**src/hw/trace_params.svh**
```systemverilog
// instruction trace block, shared widths and depths
// used by the package and every RTL module

`ifndef TRACE_PARAMS_SVH
`define TRACE_PARAMS_SVH

// sequence id given to each accepted fetch
`define TRACE_ID_W     8
// cycle stamp width, stamps wrap around
`define TRACE_STAMP_W  16

// trace buffer depth and occupancy count width
`define TRACE_DEPTH    8
`define TRACE_CNT_W    4

// AXI4-Lite slave
`define AXIL_ADDR_W    8
`define AXIL_DATA_W    32

`endif

```
**src/hw/trace_pkg.sv**
```systemverilog
// instruction trace block, shared types
// opcode classes, bus FSM states, pipeline slot and retired record
`default_nettype none

`include "trace_params.svh"

package trace_pkg;

    // opcode class reported by the CPU with each fetch
    typedef enum logic [3:0] {
        op_nop    = 4'd0,
        op_alu    = 4'd1,
        op_load   = 4'd2,
        op_store  = 4'd3,
        op_branch = 4'd4,
        op_jump   = 4'd5
    } op_t;

    // AXI4-Lite slave states
    typedef enum logic [1:0] {
        st_idle  = 2'd0,
        st_rresp = 2'd1,
        st_bresp = 2'd2
    } axil_state_t;

    // capture control from the register block
    typedef struct packed {
        logic enable;
        logic clear;
    } ctrl_t;

    // retired record, 8 + 4 + 5 * 16 = 92 bits
    // stamp[0] fetch, [1] decode, [2] execute, [3] memory, [4] write-back
    typedef struct packed {
        logic [`TRACE_ID_W-1:0]         id;
        op_t                            op;
        logic [4:0][`TRACE_STAMP_W-1:0] stamp;
    } trace_rec_t;

    // one pipeline slot
    typedef struct packed {
        logic       valid;
        trace_rec_t rec;
    } stage_t;

endpackage

`default_nettype wire

```
**src/hw/cycle_timer.sv**
```systemverilog
// cycle timer for the trace block
// counts enabled clock edges to give each stage entry a stamp
`timescale 1ns/100ps
`default_nettype none

`include "trace_params.svh"

module cycle_timer (
    input  logic                      clk,
    input  logic                      rst,
    input  trace_pkg::ctrl_t          ctrl,
    output logic [`TRACE_STAMP_W-1:0] stamp
);

    // free running while enabled, wraps silently
    // stamps are only ever compared modulo their width
    always_ff @(posedge clk) begin
        if (rst) begin
            stamp <= '0;
        end else if (ctrl.clear) begin
            stamp <= '0;
        end else if (ctrl.enable) begin
            stamp <= stamp + 1'b1;
        end
    end

endmodule

`default_nettype wire

```
**src/hw/stage_tracker.sv**
```systemverilog
// stage tracker, follows each fetched instruction through the five stages
// stamps every stage entry and emits a record when it leaves write-back
`timescale 1ns/100ps
`default_nettype none

`include "trace_params.svh"

module stage_tracker (
    input  logic                      clk,
    input  logic                      rst,
    input  trace_pkg::ctrl_t          ctrl,
    input  logic [`TRACE_STAMP_W-1:0] stamp,
    input  logic                      fetch_valid,
    input  logic                      stall,
    input  logic                      flush,
    input  trace_pkg::op_t            fetch_op,
    output logic                      retire_valid,
    output trace_pkg::trace_rec_t     retire_rec
);
    import trace_pkg::*;

    // slot 0 fetch, 1 decode, 2 execute, 3 memory, 4 write-back
    stage_t slot [0:4];
    stage_t nxt  [0:4];

    logic [`TRACE_ID_W-1:0] next_id;
    logic                   accept;

    // a stalled or flushed cycle takes no new fetch
    assign accept = fetch_valid & ~stall & ~flush;

    //////////////////////////////////////////////////
    // next slot contents
    //////////////////////////////////////////////////

    always_comb begin
        // plain advance, each slot stamps the stage it enters
        for (int s = 1; s < 5; s++) begin
            nxt[s]              = slot[s-1];
            nxt[s].rec.stamp[s] = stamp;
        end

        // new fetch takes the next id and the current stamp
        nxt[0].valid        = accept;
        nxt[0].rec.id       = next_id;
        nxt[0].rec.op       = fetch_op;
        nxt[0].rec.stamp    = '0;
        nxt[0].rec.stamp[0] = stamp;

        // stall holds fetch and decode
        // execute gets a bubble, memory and write-back still drain
        if (stall) begin
            nxt[0]       = slot[0];
            nxt[1]       = slot[1];
            nxt[2].valid = 1'b0;
        end

        // flush leaves fetch and decode empty after this edge
        // the old decode slot still moves on unless stalled
        if (flush) begin
            nxt[0].valid = 1'b0;
            nxt[1].valid = 1'b0;
        end
    end

    //////////////////////////////////////////////////
    // slot registers and id counter
    //////////////////////////////////////////////////

    always_ff @(posedge clk) begin
        if (rst) begin
            for (int s = 0; s < 5; s++) begin
                slot[s].valid <= 1'b0;
            end
            next_id <= '0;
        end else if (ctrl.clear) begin
            // clear empties the pipeline view so ids restart at 0
            for (int s = 0; s < 5; s++) begin
                slot[s].valid <= 1'b0;
            end
            next_id <= '0;
        end else if (ctrl.enable) begin
            slot <= nxt;
            if (accept) begin
                next_id <= next_id + 1'b1;
            end
        end
    end

    // write-back slot leaves on the same edge it is pushed
    // nothing retires while capture is off, the slot just waits
    assign retire_valid = ctrl.enable & slot[4].valid;
    assign retire_rec   = slot[4].rec;

endmodule

`default_nettype wire

```
**src/hw/trace_buffer.sv**
```systemverilog
// trace buffer, circular FIFO of retired records
// no back-pressure, pushes into a full buffer are counted as drops
`timescale 1ns/100ps
`default_nettype none

`include "trace_params.svh"

module trace_buffer (
    input  logic                    clk,
    input  logic                    rst,
    input  trace_pkg::ctrl_t        ctrl,
    input  logic                    push,
    input  trace_pkg::trace_rec_t   push_rec,
    input  logic                    pop,
    output trace_pkg::trace_rec_t   head_rec,
    output logic [`TRACE_CNT_W-1:0] count,
    output logic [7:0]              dropped
);
    import trace_pkg::*;

    localparam int ptr_w = $clog2(`TRACE_DEPTH);

    trace_rec_t mem [0:`TRACE_DEPTH-1];

    logic [ptr_w-1:0] wr_ptr;
    logic [ptr_w-1:0] rd_ptr;
    logic             full;
    logic             do_push;
    logic             do_pop;

    assign full    = (count == `TRACE_CNT_W'(`TRACE_DEPTH));
    assign do_push = push & ~full;
    // empty pop is ignored
    assign do_pop  = pop & (count != '0);

    //////////////////////////////////////////////////
    // pointers, occupancy and drop counter
    //////////////////////////////////////////////////

    always_ff @(posedge clk) begin
        if (rst || ctrl.clear) begin
            wr_ptr  <= '0;
            rd_ptr  <= '0;
            count   <= '0;
            dropped <= '0;
        end else begin
            if (do_push) begin
                wr_ptr <= wr_ptr + 1'b1;
            end
            if (do_pop) begin
                rd_ptr <= rd_ptr + 1'b1;
            end
            case ({do_push, do_pop})
                2'b10:   count <= count + 1'b1;
                2'b01:   count <= count - 1'b1;
                default: count <= count;
            endcase
            // saturates at 255
            if (push && full && dropped != 8'hff) begin
                dropped <= dropped + 1'b1;
            end
        end
    end

    // record storage
    always_ff @(posedge clk) begin
        if (do_push) begin
            mem[wr_ptr] <= push_rec;
        end
    end

    assign head_rec = mem[rd_ptr];

endmodule

`default_nettype wire

```
**src/hw/axil_trace_ctrl.sv**
```systemverilog
// AXI4-Lite register block for the trace unit
// control and status registers, record readout and pop on word 2
`timescale 1ns/100ps
`default_nettype none

`include "trace_params.svh"

module axil_trace_ctrl (
    input  logic                    clk,
    input  logic                    rst,
    // write address and data channels
    input  logic [`AXIL_ADDR_W-1:0] awaddr,
    input  logic                    awvalid,
    output logic                    awready,
    input  logic [`AXIL_DATA_W-1:0] wdata,
    input  logic                    wvalid,
    output logic                    wready,
    // write response
    output logic                    bvalid,
    input  logic                    bready,
    output logic [1:0]              bresp,
    // read address and data channels
    input  logic [`AXIL_ADDR_W-1:0] araddr,
    input  logic                    arvalid,
    output logic                    arready,
    output logic                    rvalid,
    input  logic                    rready,
    output logic [`AXIL_DATA_W-1:0] rdata,
    output logic [1:0]              rresp,
    // trace buffer side
    input  trace_pkg::trace_rec_t   head_rec,
    input  logic [`TRACE_CNT_W-1:0] count,
    input  logic [7:0]              dropped,
    output logic                    pop,
    output trace_pkg::ctrl_t        ctrl
);
    import trace_pkg::*;

    localparam int data_w = `AXIL_DATA_W;

    localparam logic [`AXIL_ADDR_W-1:0] addr_ctrl   = 'h00;
    localparam logic [`AXIL_ADDR_W-1:0] addr_status = 'h04;
    localparam logic [`AXIL_ADDR_W-1:0] addr_rec0   = 'h08;
    localparam logic [`AXIL_ADDR_W-1:0] addr_rec1   = 'h0c;
    localparam logic [`AXIL_ADDR_W-1:0] addr_rec2   = 'h10;

    localparam logic [1:0] resp_okay   = 2'b00;
    localparam logic [1:0] resp_slverr = 2'b10;

    axil_state_t       state;
    logic [data_w-1:0] rd_data;
    logic [1:0]        rd_resp;
    logic              rd_pop;
    logic              rec_addr;
    logic              rec_avail;
    logic              pop_armed;
    logic              wr_hs;
    logic              rd_hs;

    // address and data are taken together in one beat
    assign wr_hs = (state == st_idle) & awready & awvalid & wvalid;
    assign rd_hs = (state == st_idle) & arready & arvalid;

    //////////////////////////////////////////////////
    // read decode
    //////////////////////////////////////////////////

    assign rec_addr  = (araddr == addr_rec0) | (araddr == addr_rec1) | (araddr == addr_rec2);
    assign rec_avail = (count != '0);

    always_comb begin
        rd_data = '0;
        rd_resp = resp_okay;
        rd_pop  = 1'b0;
        case (araddr)
            addr_ctrl:   rd_data = data_w'(ctrl.enable);
            addr_status: rd_data = data_w'({dropped, {(8-`TRACE_CNT_W){1'b0}}, count});
            addr_rec0:   rd_data = {4'b0000, head_rec.op, head_rec.id, head_rec.stamp[0]};
            addr_rec1:   rd_data = {head_rec.stamp[1], head_rec.stamp[2]};
            addr_rec2: begin
                rd_data = {head_rec.stamp[3], head_rec.stamp[4]};
                rd_pop  = 1'b1;
            end
            default:     rd_resp = resp_slverr;
        endcase
        // record words need something in the buffer
        if (rec_addr && !rec_avail) begin
            rd_data = '0;
            rd_resp = resp_slverr;
            rd_pop  = 1'b0;
        end
    end

    //////////////////////////////////////////////////
    // bus FSM and control bits
    //////////////////////////////////////////////////

    always_ff @(posedge clk) begin
        if (rst) begin
            state     <= st_idle;
            awready   <= 1'b0;
            wready    <= 1'b0;
            arready   <= 1'b0;
            bvalid    <= 1'b0;
            rvalid    <= 1'b0;
            pop_armed <= 1'b0;
            ctrl      <= '0;
        end else begin
            // ready and clear are single cycle pulses
            awready    <= 1'b0;
            wready     <= 1'b0;
            arready    <= 1'b0;
            ctrl.clear <= 1'b0;
            case (state)
                st_idle: begin
                    if (wr_hs) begin
                        if (awaddr == addr_ctrl) begin
                            ctrl.enable <= wdata[0];
                            ctrl.clear  <= wdata[1];
                        end
                        bvalid <= 1'b1;
                        state  <= st_bresp;
                    end else if (rd_hs) begin
                        rvalid    <= 1'b1;
                        pop_armed <= rd_pop;
                        state     <= st_rresp;
                    end else if (awvalid && wvalid && !arready) begin
                        // write wins over a read arriving together
                        awready <= 1'b1;
                        wready  <= 1'b1;
                    end else if (arvalid && !awready) begin
                        arready <= 1'b1;
                    end
                end
                st_bresp: begin
                    if (bready) begin
                        bvalid <= 1'b0;
                        state  <= st_idle;
                    end
                end
                st_rresp: begin
                    if (rready) begin
                        rvalid    <= 1'b0;
                        pop_armed <= 1'b0;
                        state     <= st_idle;
                    end
                end
                default: state <= st_idle;
            endcase
        end
    end

    // response payload, held until the matching handshake
    always_ff @(posedge clk) begin
        if (wr_hs) begin
            // only control is writable
            bresp <= (awaddr == addr_ctrl) ? resp_okay : resp_slverr;
        end
        if (rd_hs) begin
            rdata <= rd_data;
            rresp <= rd_resp;
        end
    end

    // head advances on the R handshake of a good word 2 read
    assign pop = rvalid & rready & pop_armed;

endmodule

`default_nettype wire

```
**src/hw/pipe_trace_top.sv**
```systemverilog
// pipeline trace top level
// timer, stage tracker, trace buffer and AXI4-Lite register block
`timescale 1ns/100ps
`default_nettype none

`include "trace_params.svh"

module pipe_trace_top (
    input  logic                    clk,
    input  logic                    rst,
    // CPU stage activity
    input  logic                    fetch_valid,
    input  trace_pkg::op_t          fetch_op,
    input  logic                    stall,
    input  logic                    flush,
    // AXI4-Lite slave
    input  logic [`AXIL_ADDR_W-1:0] awaddr,
    input  logic                    awvalid,
    output logic                    awready,
    input  logic [`AXIL_DATA_W-1:0] wdata,
    input  logic                    wvalid,
    output logic                    wready,
    output logic                    bvalid,
    input  logic                    bready,
    output logic [1:0]              bresp,
    input  logic [`AXIL_ADDR_W-1:0] araddr,
    input  logic                    arvalid,
    output logic                    arready,
    output logic                    rvalid,
    input  logic                    rready,
    output logic [`AXIL_DATA_W-1:0] rdata,
    output logic [1:0]              rresp
);
    import trace_pkg::*;

    ctrl_t                      ctrl;
    logic [`TRACE_STAMP_W-1:0]  stamp;
    logic                       retire_valid;
    trace_rec_t                 retire_rec;
    trace_rec_t                 head_rec;
    logic [`TRACE_CNT_W-1:0]    count;
    logic [7:0]                 dropped;
    logic                       pop;

    cycle_timer timer_i (
        .clk   (clk),
        .rst   (rst),
        .ctrl  (ctrl),
        .stamp (stamp)
    );

    stage_tracker tracker_i (
        .clk          (clk),
        .rst          (rst),
        .ctrl         (ctrl),
        .stamp        (stamp),
        .fetch_valid  (fetch_valid),
        .stall        (stall),
        .flush        (flush),
        .fetch_op     (fetch_op),
        .retire_valid (retire_valid),
        .retire_rec   (retire_rec)
    );

    // tracker pushes straight in, no ready path back
    trace_buffer buffer_i (
        .clk      (clk),
        .rst      (rst),
        .ctrl     (ctrl),
        .push     (retire_valid),
        .push_rec (retire_rec),
        .pop      (pop),
        .head_rec (head_rec),
        .count    (count),
        .dropped  (dropped)
    );

    axil_trace_ctrl ctrl_i (
        .clk      (clk),
        .rst      (rst),
        .awaddr   (awaddr),
        .awvalid  (awvalid),
        .awready  (awready),
        .wdata    (wdata),
        .wvalid   (wvalid),
        .wready   (wready),
        .bvalid   (bvalid),
        .bready   (bready),
        .bresp    (bresp),
        .araddr   (araddr),
        .arvalid  (arvalid),
        .arready  (arready),
        .rvalid   (rvalid),
        .rready   (rready),
        .rdata    (rdata),
        .rresp    (rresp),
        .head_rec (head_rec),
        .count    (count),
        .dropped  (dropped),
        .pop      (pop),
        .ctrl     (ctrl)
    );

endmodule

`default_nettype wire

```
**config.mk**
```make
export PLATFORM = sky130hd
export DESIGN_NAME = pipe_trace_top
export DESIGN_NICKNAME = d
export VERILOG_FILES = /design/src/hw/trace_pkg.sv /design/src/hw/cycle_timer.sv /design/src/hw/stage_tracker.sv /design/src/hw/trace_buffer.sv /design/src/hw/axil_trace_ctrl.sv /design/src/hw/pipe_trace_top.sv
export VERILOG_INCLUDE_DIRS = /design/src /design/src/hw
export SDC_FILE = /design/constraint.sdc
export NUM_CORES = 1
export LEC_CHECK = 0
export ABC_AREA = 1
export BUFFER_PORTS_ARGS = -buffer_cell sky130_fd_sc_hd__buf_2
export CAP_MARGIN = 20
export CORE_UTILIZATION = 56
export CTS_CLUSTER_SIZE = 28
export DETAILED_ROUTE_END_ITERATION = 10
export HOLD_SLACK_MARGIN = 0.05
export PLACE_DENSITY_LB_ADDON = 0.15
export SYNTH_ARGS = -nofsm -noshare
export SYNTH_HDL_FRONTEND = slang
export SYNTH_SLANG_ARGS = --single-unit
```
**constraint.sdc**
```tcl
create_clock -name clk -period 11.4 [get_ports clk]
set_input_delay 2.85 -clock clk [delete_from_list [all_inputs] [get_ports clk]]
set_output_delay 2.85 -clock clk [all_outputs]
set_load 0.01 [all_outputs]
```
### Word level (Yosys, flattened, before mapping)

Memory sizes are Yosys's and may differ from the RTL's. A register that Yosys moved wholly into a read port is not among the register bits.
Cells that the tools add are included.

| storage, ports and cells | value |
|---|---|
| memory bits (read-only) | 0 |
| memory bits (writable) | 736 |
| input port bits | 62 |
| memories kept | 1 |
| bits in registers | 328 |
| output and inout bits | 41 |
| latch bits | 0 |

Memories:

| memory | depth | bits a word | rd ports | clocked after Yosys merged registers in | write ports | line | source |
|---|---|---|---|---|---|---|---|
| buffer_i.mem | 8 | 92 | 1 | 1 | 1 | trace_buffer.sv:23 | `` trace_rec_t mem [0:`TRACE_DEPTH-1]; `` |

| cells by class | value |
|---|---|
| multiplexer cells | 30 |
| divide/modulo/power cells | 0 |
| bitwise logic cells | 22 |
| multiply operators | 0 |
| shift-type cells | 0 |
| $lt $le $gt $ge | 0 |
| reductions and logical operators | 30 |
| add/sub/neg operators | 7 |
| equality and inequality tests | 17 |

Operators by type and width:

| cell | count |
|---|---|
| 2-to-1 mux 187 bit | 1 |
| one-hot mux 32 bit (5 select lines) | 1 |
| adder 16 x 1 -> 16 bit (second input constant) | 1 |
| adder 8 x 1 -> 8 bit (second input constant) | 2 |
| == test 8 x 4 -> 1 bit (second input constant) | 2 |
| logical NOT 8 bit | 2 |
| 2-to-1 mux 1 bit | 15 |
| bitwise AND 1 bit | 12 |
| 2-to-1 mux 2 bit | 6 |
| AND reduction 3 bit | 4 |
| OR reduction 5 bit | 2 |
| == test 8 x 3 -> 1 bit (second input constant) | 1 |
| == test 8 x 5 -> 1 bit (second input constant) | 1 |
| inequality test 8 bit (second input constant) | 1 |
| NOT 1 bit | 8 |
| one-hot mux 4 bit (2 select lines) | 1 |
| AND reduction 4 bit | 2 |
| OR reduction 4 bit | 2 |
| adder 3 x 1 -> 3 bit (second input constant) | 2 |
| logical AND 1 bit | 6 |
| 2-to-1 mux 3 bit | 2 |
| inequality test 2 x 1 -> 1 bit (second input constant) | 3 |
| inequality test 2 bit (second input constant) | 3 |
| one-hot mux 1 bit (2 select lines) | 3 |
| 15 further kinds | 23 |

### Logic depth before layout (Yosys ltp)

| depth | value |
|---|---|
| depth after elaboration | 8 |
| gate-level depth with buffers | 14 |
| mapped depth without buffers | 14 |

### Hierarchy

A second synthesis with hierarchy kept.

| unflattened totals | value |
|---|---|
| cells, all modules | 3136 |
| area total of the unflattened synthesis | 41703.7 um2 |

Modules (own cells, without submodules):

| module | cells each | times used | area an instance (um2) |
|---|---|---|---|
| trace_buffer | 2229 | 1 | 29672.2 |
| stage_tracker | 422 | 1 | 8418.1 |
| axil_trace_ctrl | 369 | 1 | 2768.9 |
| cycle_timer | 116 | 1 | 844.6 |

### Worst setup path after synthesis

Ideal clock, no wire load.

| timing path | value |
|---|---|
| path kind | input port to flip-flop |
| start | input rst |
| end | register tracker_i.slot (netlist bit tracker_i.nxt[0]), enable pin |
| library setup time | 0.724 ns |
| path buffers | 2 |
| stages on the path | 5 |
| setup slack | -0.250 ns |
| required time | 10.676 ns |
| arrival | 10.926 ns |
| cells stage by stage | nor2_1 inv_1 clkbuf_1 clkbuf_1 nor2_1 |

| between the ends | value |
|---|---|
| word-level cells in the longest chain between the ends | 2 |

RTL lines:

| element | line | source |
|---|---|---|
| start: declaration | pipe_trace_top.sv:10 | `input logic rst,` |
| NOT 1 bit (no line) | -- |  |
| AND reduction 3 bit (no line) | -- |  |
| end signal: assignment | stage_tracker.sv:83 | `slot <= nxt;` |
| end: declaration | stage_tracker.sv:23 | `stage_t slot [0:4];` |

No other way between the ends.
A chain may end at the register's enable or synchronous reset.

### Worst setup path after layout

| timing path | value |
|---|---|
| start | input rst |
| end | register tracker_i.slot (netlist bit tracker_i.nxt[201]), enable pin |

| between the ends | value |
|---|---|
| word-level cells in the longest chain between the ends | 2 |

RTL lines:

| element |
|---|
| NOT 1 bit (no line) |
| AND reduction 4 bit (no line) |

No other way between the ends.

==> results.py <==
metrics = {
    "clock_tree": {
        "clkSinkCount": 1065,
        "cts_tree": "done",
        "cts.hold.buffers_added": 0,
        "ctsResizeCount": 0,
        "path_clk_slew_ns": 0.06,
        "cts_buffers": 103,
        "clk_path_buf_depth": 3,
        "clockRootBuffer": "clkbuf_16",
        "h-tree-depth": 3,
        "post_cts_buffers": 0,
        "clkLatencyLatePin_ns": 0.65,
    },
    "sta": {
        "hold_viol": 0,
        "setup_tns_ns": 0,
        "finalSetupViolations": 0,
        "maxSlewHeadroom_pct": 21.5,
        "finalCriticalPeriod_ns": 5.11,
        "fin_crit_sh_pct": 44.8,
        "fmax_mhz": 196,
        "tightest_slew_ns": 1.18,
        "slew_viol_final": 0,
        "rsz0062_at_grt": "false",
        "clock_skew_ns": 0.0142,
    },
    "route": {
        "drc": 0,
        "num_vias": 25800,
        "drtAntennaViolNets": 0,
        "drt-initial-drc-count": 2344,
        "drt-pass1-iter-count": 5,
        "routed_via_density": 5.49,
        "routed_wl_um": 95800,
        "wl_per_cell_um": 20.4,
    },
    "setup_path": {
        "worstSetupStartpointType": "input port",
        "crit_family": "buffers and inverters",
        "critPathKind": "input port to flip-flop",
        "path_max_fanout": 38,
        "endpoint_kind": "flip-flop",
        "cp.required_ns": 11.67,
        "cp_common_cell": "buf_4",
        "arrival_ns": 5.38,
        "critical_path_buf_inv_count": 4,
        "worstPathCellList": "buf_2 > nor2_2 > buf_4 > inv_1 > nor2_4 > buf_4",
        "cp_slowest_cell": "nor2_4",
        "crit_path_max_incr_delay_ns": 0.77,
    },
    "global_routing": {
        "antenna_found_initial": 3,
        "grt_first_pass_wirelength_um": 147000,
        "overflow": 0,
        "first_global_vias": 25500,
        "grt_max_degree": 233,
        "grtUsageTotal_pct": 25.4,
    },
    "worst_hold_path": {
        "min_path_type": "flip-flop to flip-flop",
    },
    "logic_synthesis": {
        "synthTopCellsByCount": "nand2_1, edfxtp_1, nand3_1",
        "async_flop_share_pct": 0,
        "syn-cell-area_sq_um": 42100,
        "yosysMostFrequentCell": "nand2_1",
        "synth_fa_ha_area_share_pct": 0.238,
        "synthMuxAreaShare_pct": 0,
        "synth_xor_area_share_pct": 0.104,
        "synth_ff_type": "edfxtp_1",
        "synth-seq-area-share_pct": 74.5,
        "synth-edff-count": 1006,
        "synth_top_cell_area_share_pct": 71.7,
        "synth_top_family_by_area": "simple AND/OR/NAND/NOR gates",
        "synth-simple-area-share_pct": 17.6,
        "synth_cell_types": 35,
        "synthTopCellsByArea": "edfxtp_1, nand2_1, nand3_1",
        "synth_top_area_cell": "edfxtp_1",
        "synth_compound_area_share_pct": 1.47,
        "ys_warn_count": 0,
        "avgSynthCellArea_sq_um": 11.7,
        "synth_cells": 3601,
        "synth-seq-cells": 1065,
    },
    "power_and_ir_drop": {
        "p_per_area_nw_per_um2": 162,
        "worst_ir_drop_vdd_mv": 0.160,
        "power.leakage_nw": 18.1,
    },
    "floorplan": {
        "start_util_pct": 56.6,
        "rows": 100,
        "core_area_sq_um": 74400,
        "pin_count": 103,
        "chipWidth_um": 276,
        "die_h_um": 276,
        "dieArea_sq_um": 76300,
    },
    "run": {
        "drv_cap": 0,
    },
    "cells_and_area": {
        "area_delta_synth_final_pct": 10.6,
        "drive_above_1_share_pct": 7.45,
        "post-route-util_pct": 62.6,
        "fin_nets": 3720,
        "n_antenna_cell": 0,
    },
    "placed_design": {
        "detailed_place_hpwl_um": 47200,
        "portBuffers": 70,
        "globalplace.congestion": 0.778,
    },
    "status": {
        "status": "completed",
    },
}
## sequential cells by signal, summed over array words and instances (netlist names), 2 cells and up, named ones only
register,flops
tracker_i.next_id,8
tracker_i.nxt,150
buffer_i.mem,736
buffer_i.wr_ptr,3
buffer_i.rd_ptr,3
tracker_i.retire_rec,60
tracker_i.slot,31
ctrl_i.ctrl,2
ctrl_i.state,2
buffer_i.dropped,8
ctrl_i.rdata,32
buffer_i.count,4
timer_i.stamp,16
## cell type report
type                            count  area (sq um)
Inverter                          455          1720
Timing Repair Buffer              105           658
Clock inverter                     46           370
Clock buffer                      142          2920
Fill cell                        5558         27900
Tap cell                          969          1210
Multi-Input combinational cell   1920          8300
Sequential cell                  1065         31400
## layout by cell type, fill, tap and decap left out, types with 6 or more instances in the layout
cell,n
nand3_1,501
dfxtp_1,56
nor2_1,167
nor2_4,15
edfxtp_1,1006
inv_2,6
a21oi_1,40
nor3_1,14
inv_1,446
ha_1,8
bufinv_16,6
o21ai_0,68
buf_2,70
nand2_1,1071
nand4_1,8
clkbuf_8,6
clkinv_2,12
clkbuf_1,25
clkbuf_16,109
clkinv_1,25
buf_4,32
## routing by layer
metal / GRT usage (%) / wire length (um) / share of wire [%] / up-vias
li1: - / - / - / 12100
met1: 34.3 / 40200 / 42 / 12600
met2: 42.5 / 46300 / 48 / 904
met3: 3.99 / 6830 / 7.1 / 180
met4: 8.28 / 2500 / 2.6 / 2
met5: 0 / 13 / 0.014 / -
## cells by family after synthesis
| group | count (synthesis) |
|---|---|
| xor gates and xnor gates | 5 |
| and+or+nand+nor | 1788 |
| other | 1 |
| adders and majority gates | 8 |
| buffers and inverters | 617 |
| AOI/OAI and AO/OA | 117 |
| DFF | 1065 |
## worst paths after layout
check	startpoint	to	slack, ns	cells after the start
max	rst	tracker_i.nxt[201]	6.29	6
min	tracker_i.nxt[104]	tracker_i.nxt[11]	0.41	0
max reg2reg	buffer_i.count[0]	buffer_i.mem[1][70]	7.94	8
min reg2reg	tracker_i.nxt[104]	tracker_i.nxt[11]	0.41	0
## worst reg2reg max path, delay by kind of cell (launching register included)
| family | cells | cell delay (ns) |
|---|---|---|
| buffers and inverters | 3 | 1.80 |
| AND/OR/NAND/NOR | 5 | 0.78 |
| flip-flops | 1 | 0.45 |
## through the flow
stage	instance area [sq um]	worst slack, ns	power (W)	hold slack [ns]	instances
after floorplan	42100	2.80	0.00432	0.400	3602
after global placement	43300	5.66	0.00433	0.400	4513
after detailed placement	43300	5.63	0.00433	0.405	4513
after CTS	46500	6.29	0.00759	0.415	4701
after global routing	46600	6.17	0.00774	0.420	4702
final	46600	6.29	0.00755	0.414	4702
## power by group
| part | internal [W] | total (W) | leakage, nW | switching, W |
|---|---|---|---|---|
| combinational | 0.00000958 | 0.0000306 | 6.93 | 0.0000210 |
| sequential | 0.00422 | 0.00422 | 9.55 | 0.00000192 |
| clock | 0.00191 | 0.00330 | 1.61 | 0.00138 |
| total | 0.00614 | 0.00755 | 18.1 | 0.00141 |
No activity file was read; power rests on OpenSTA's default activity.
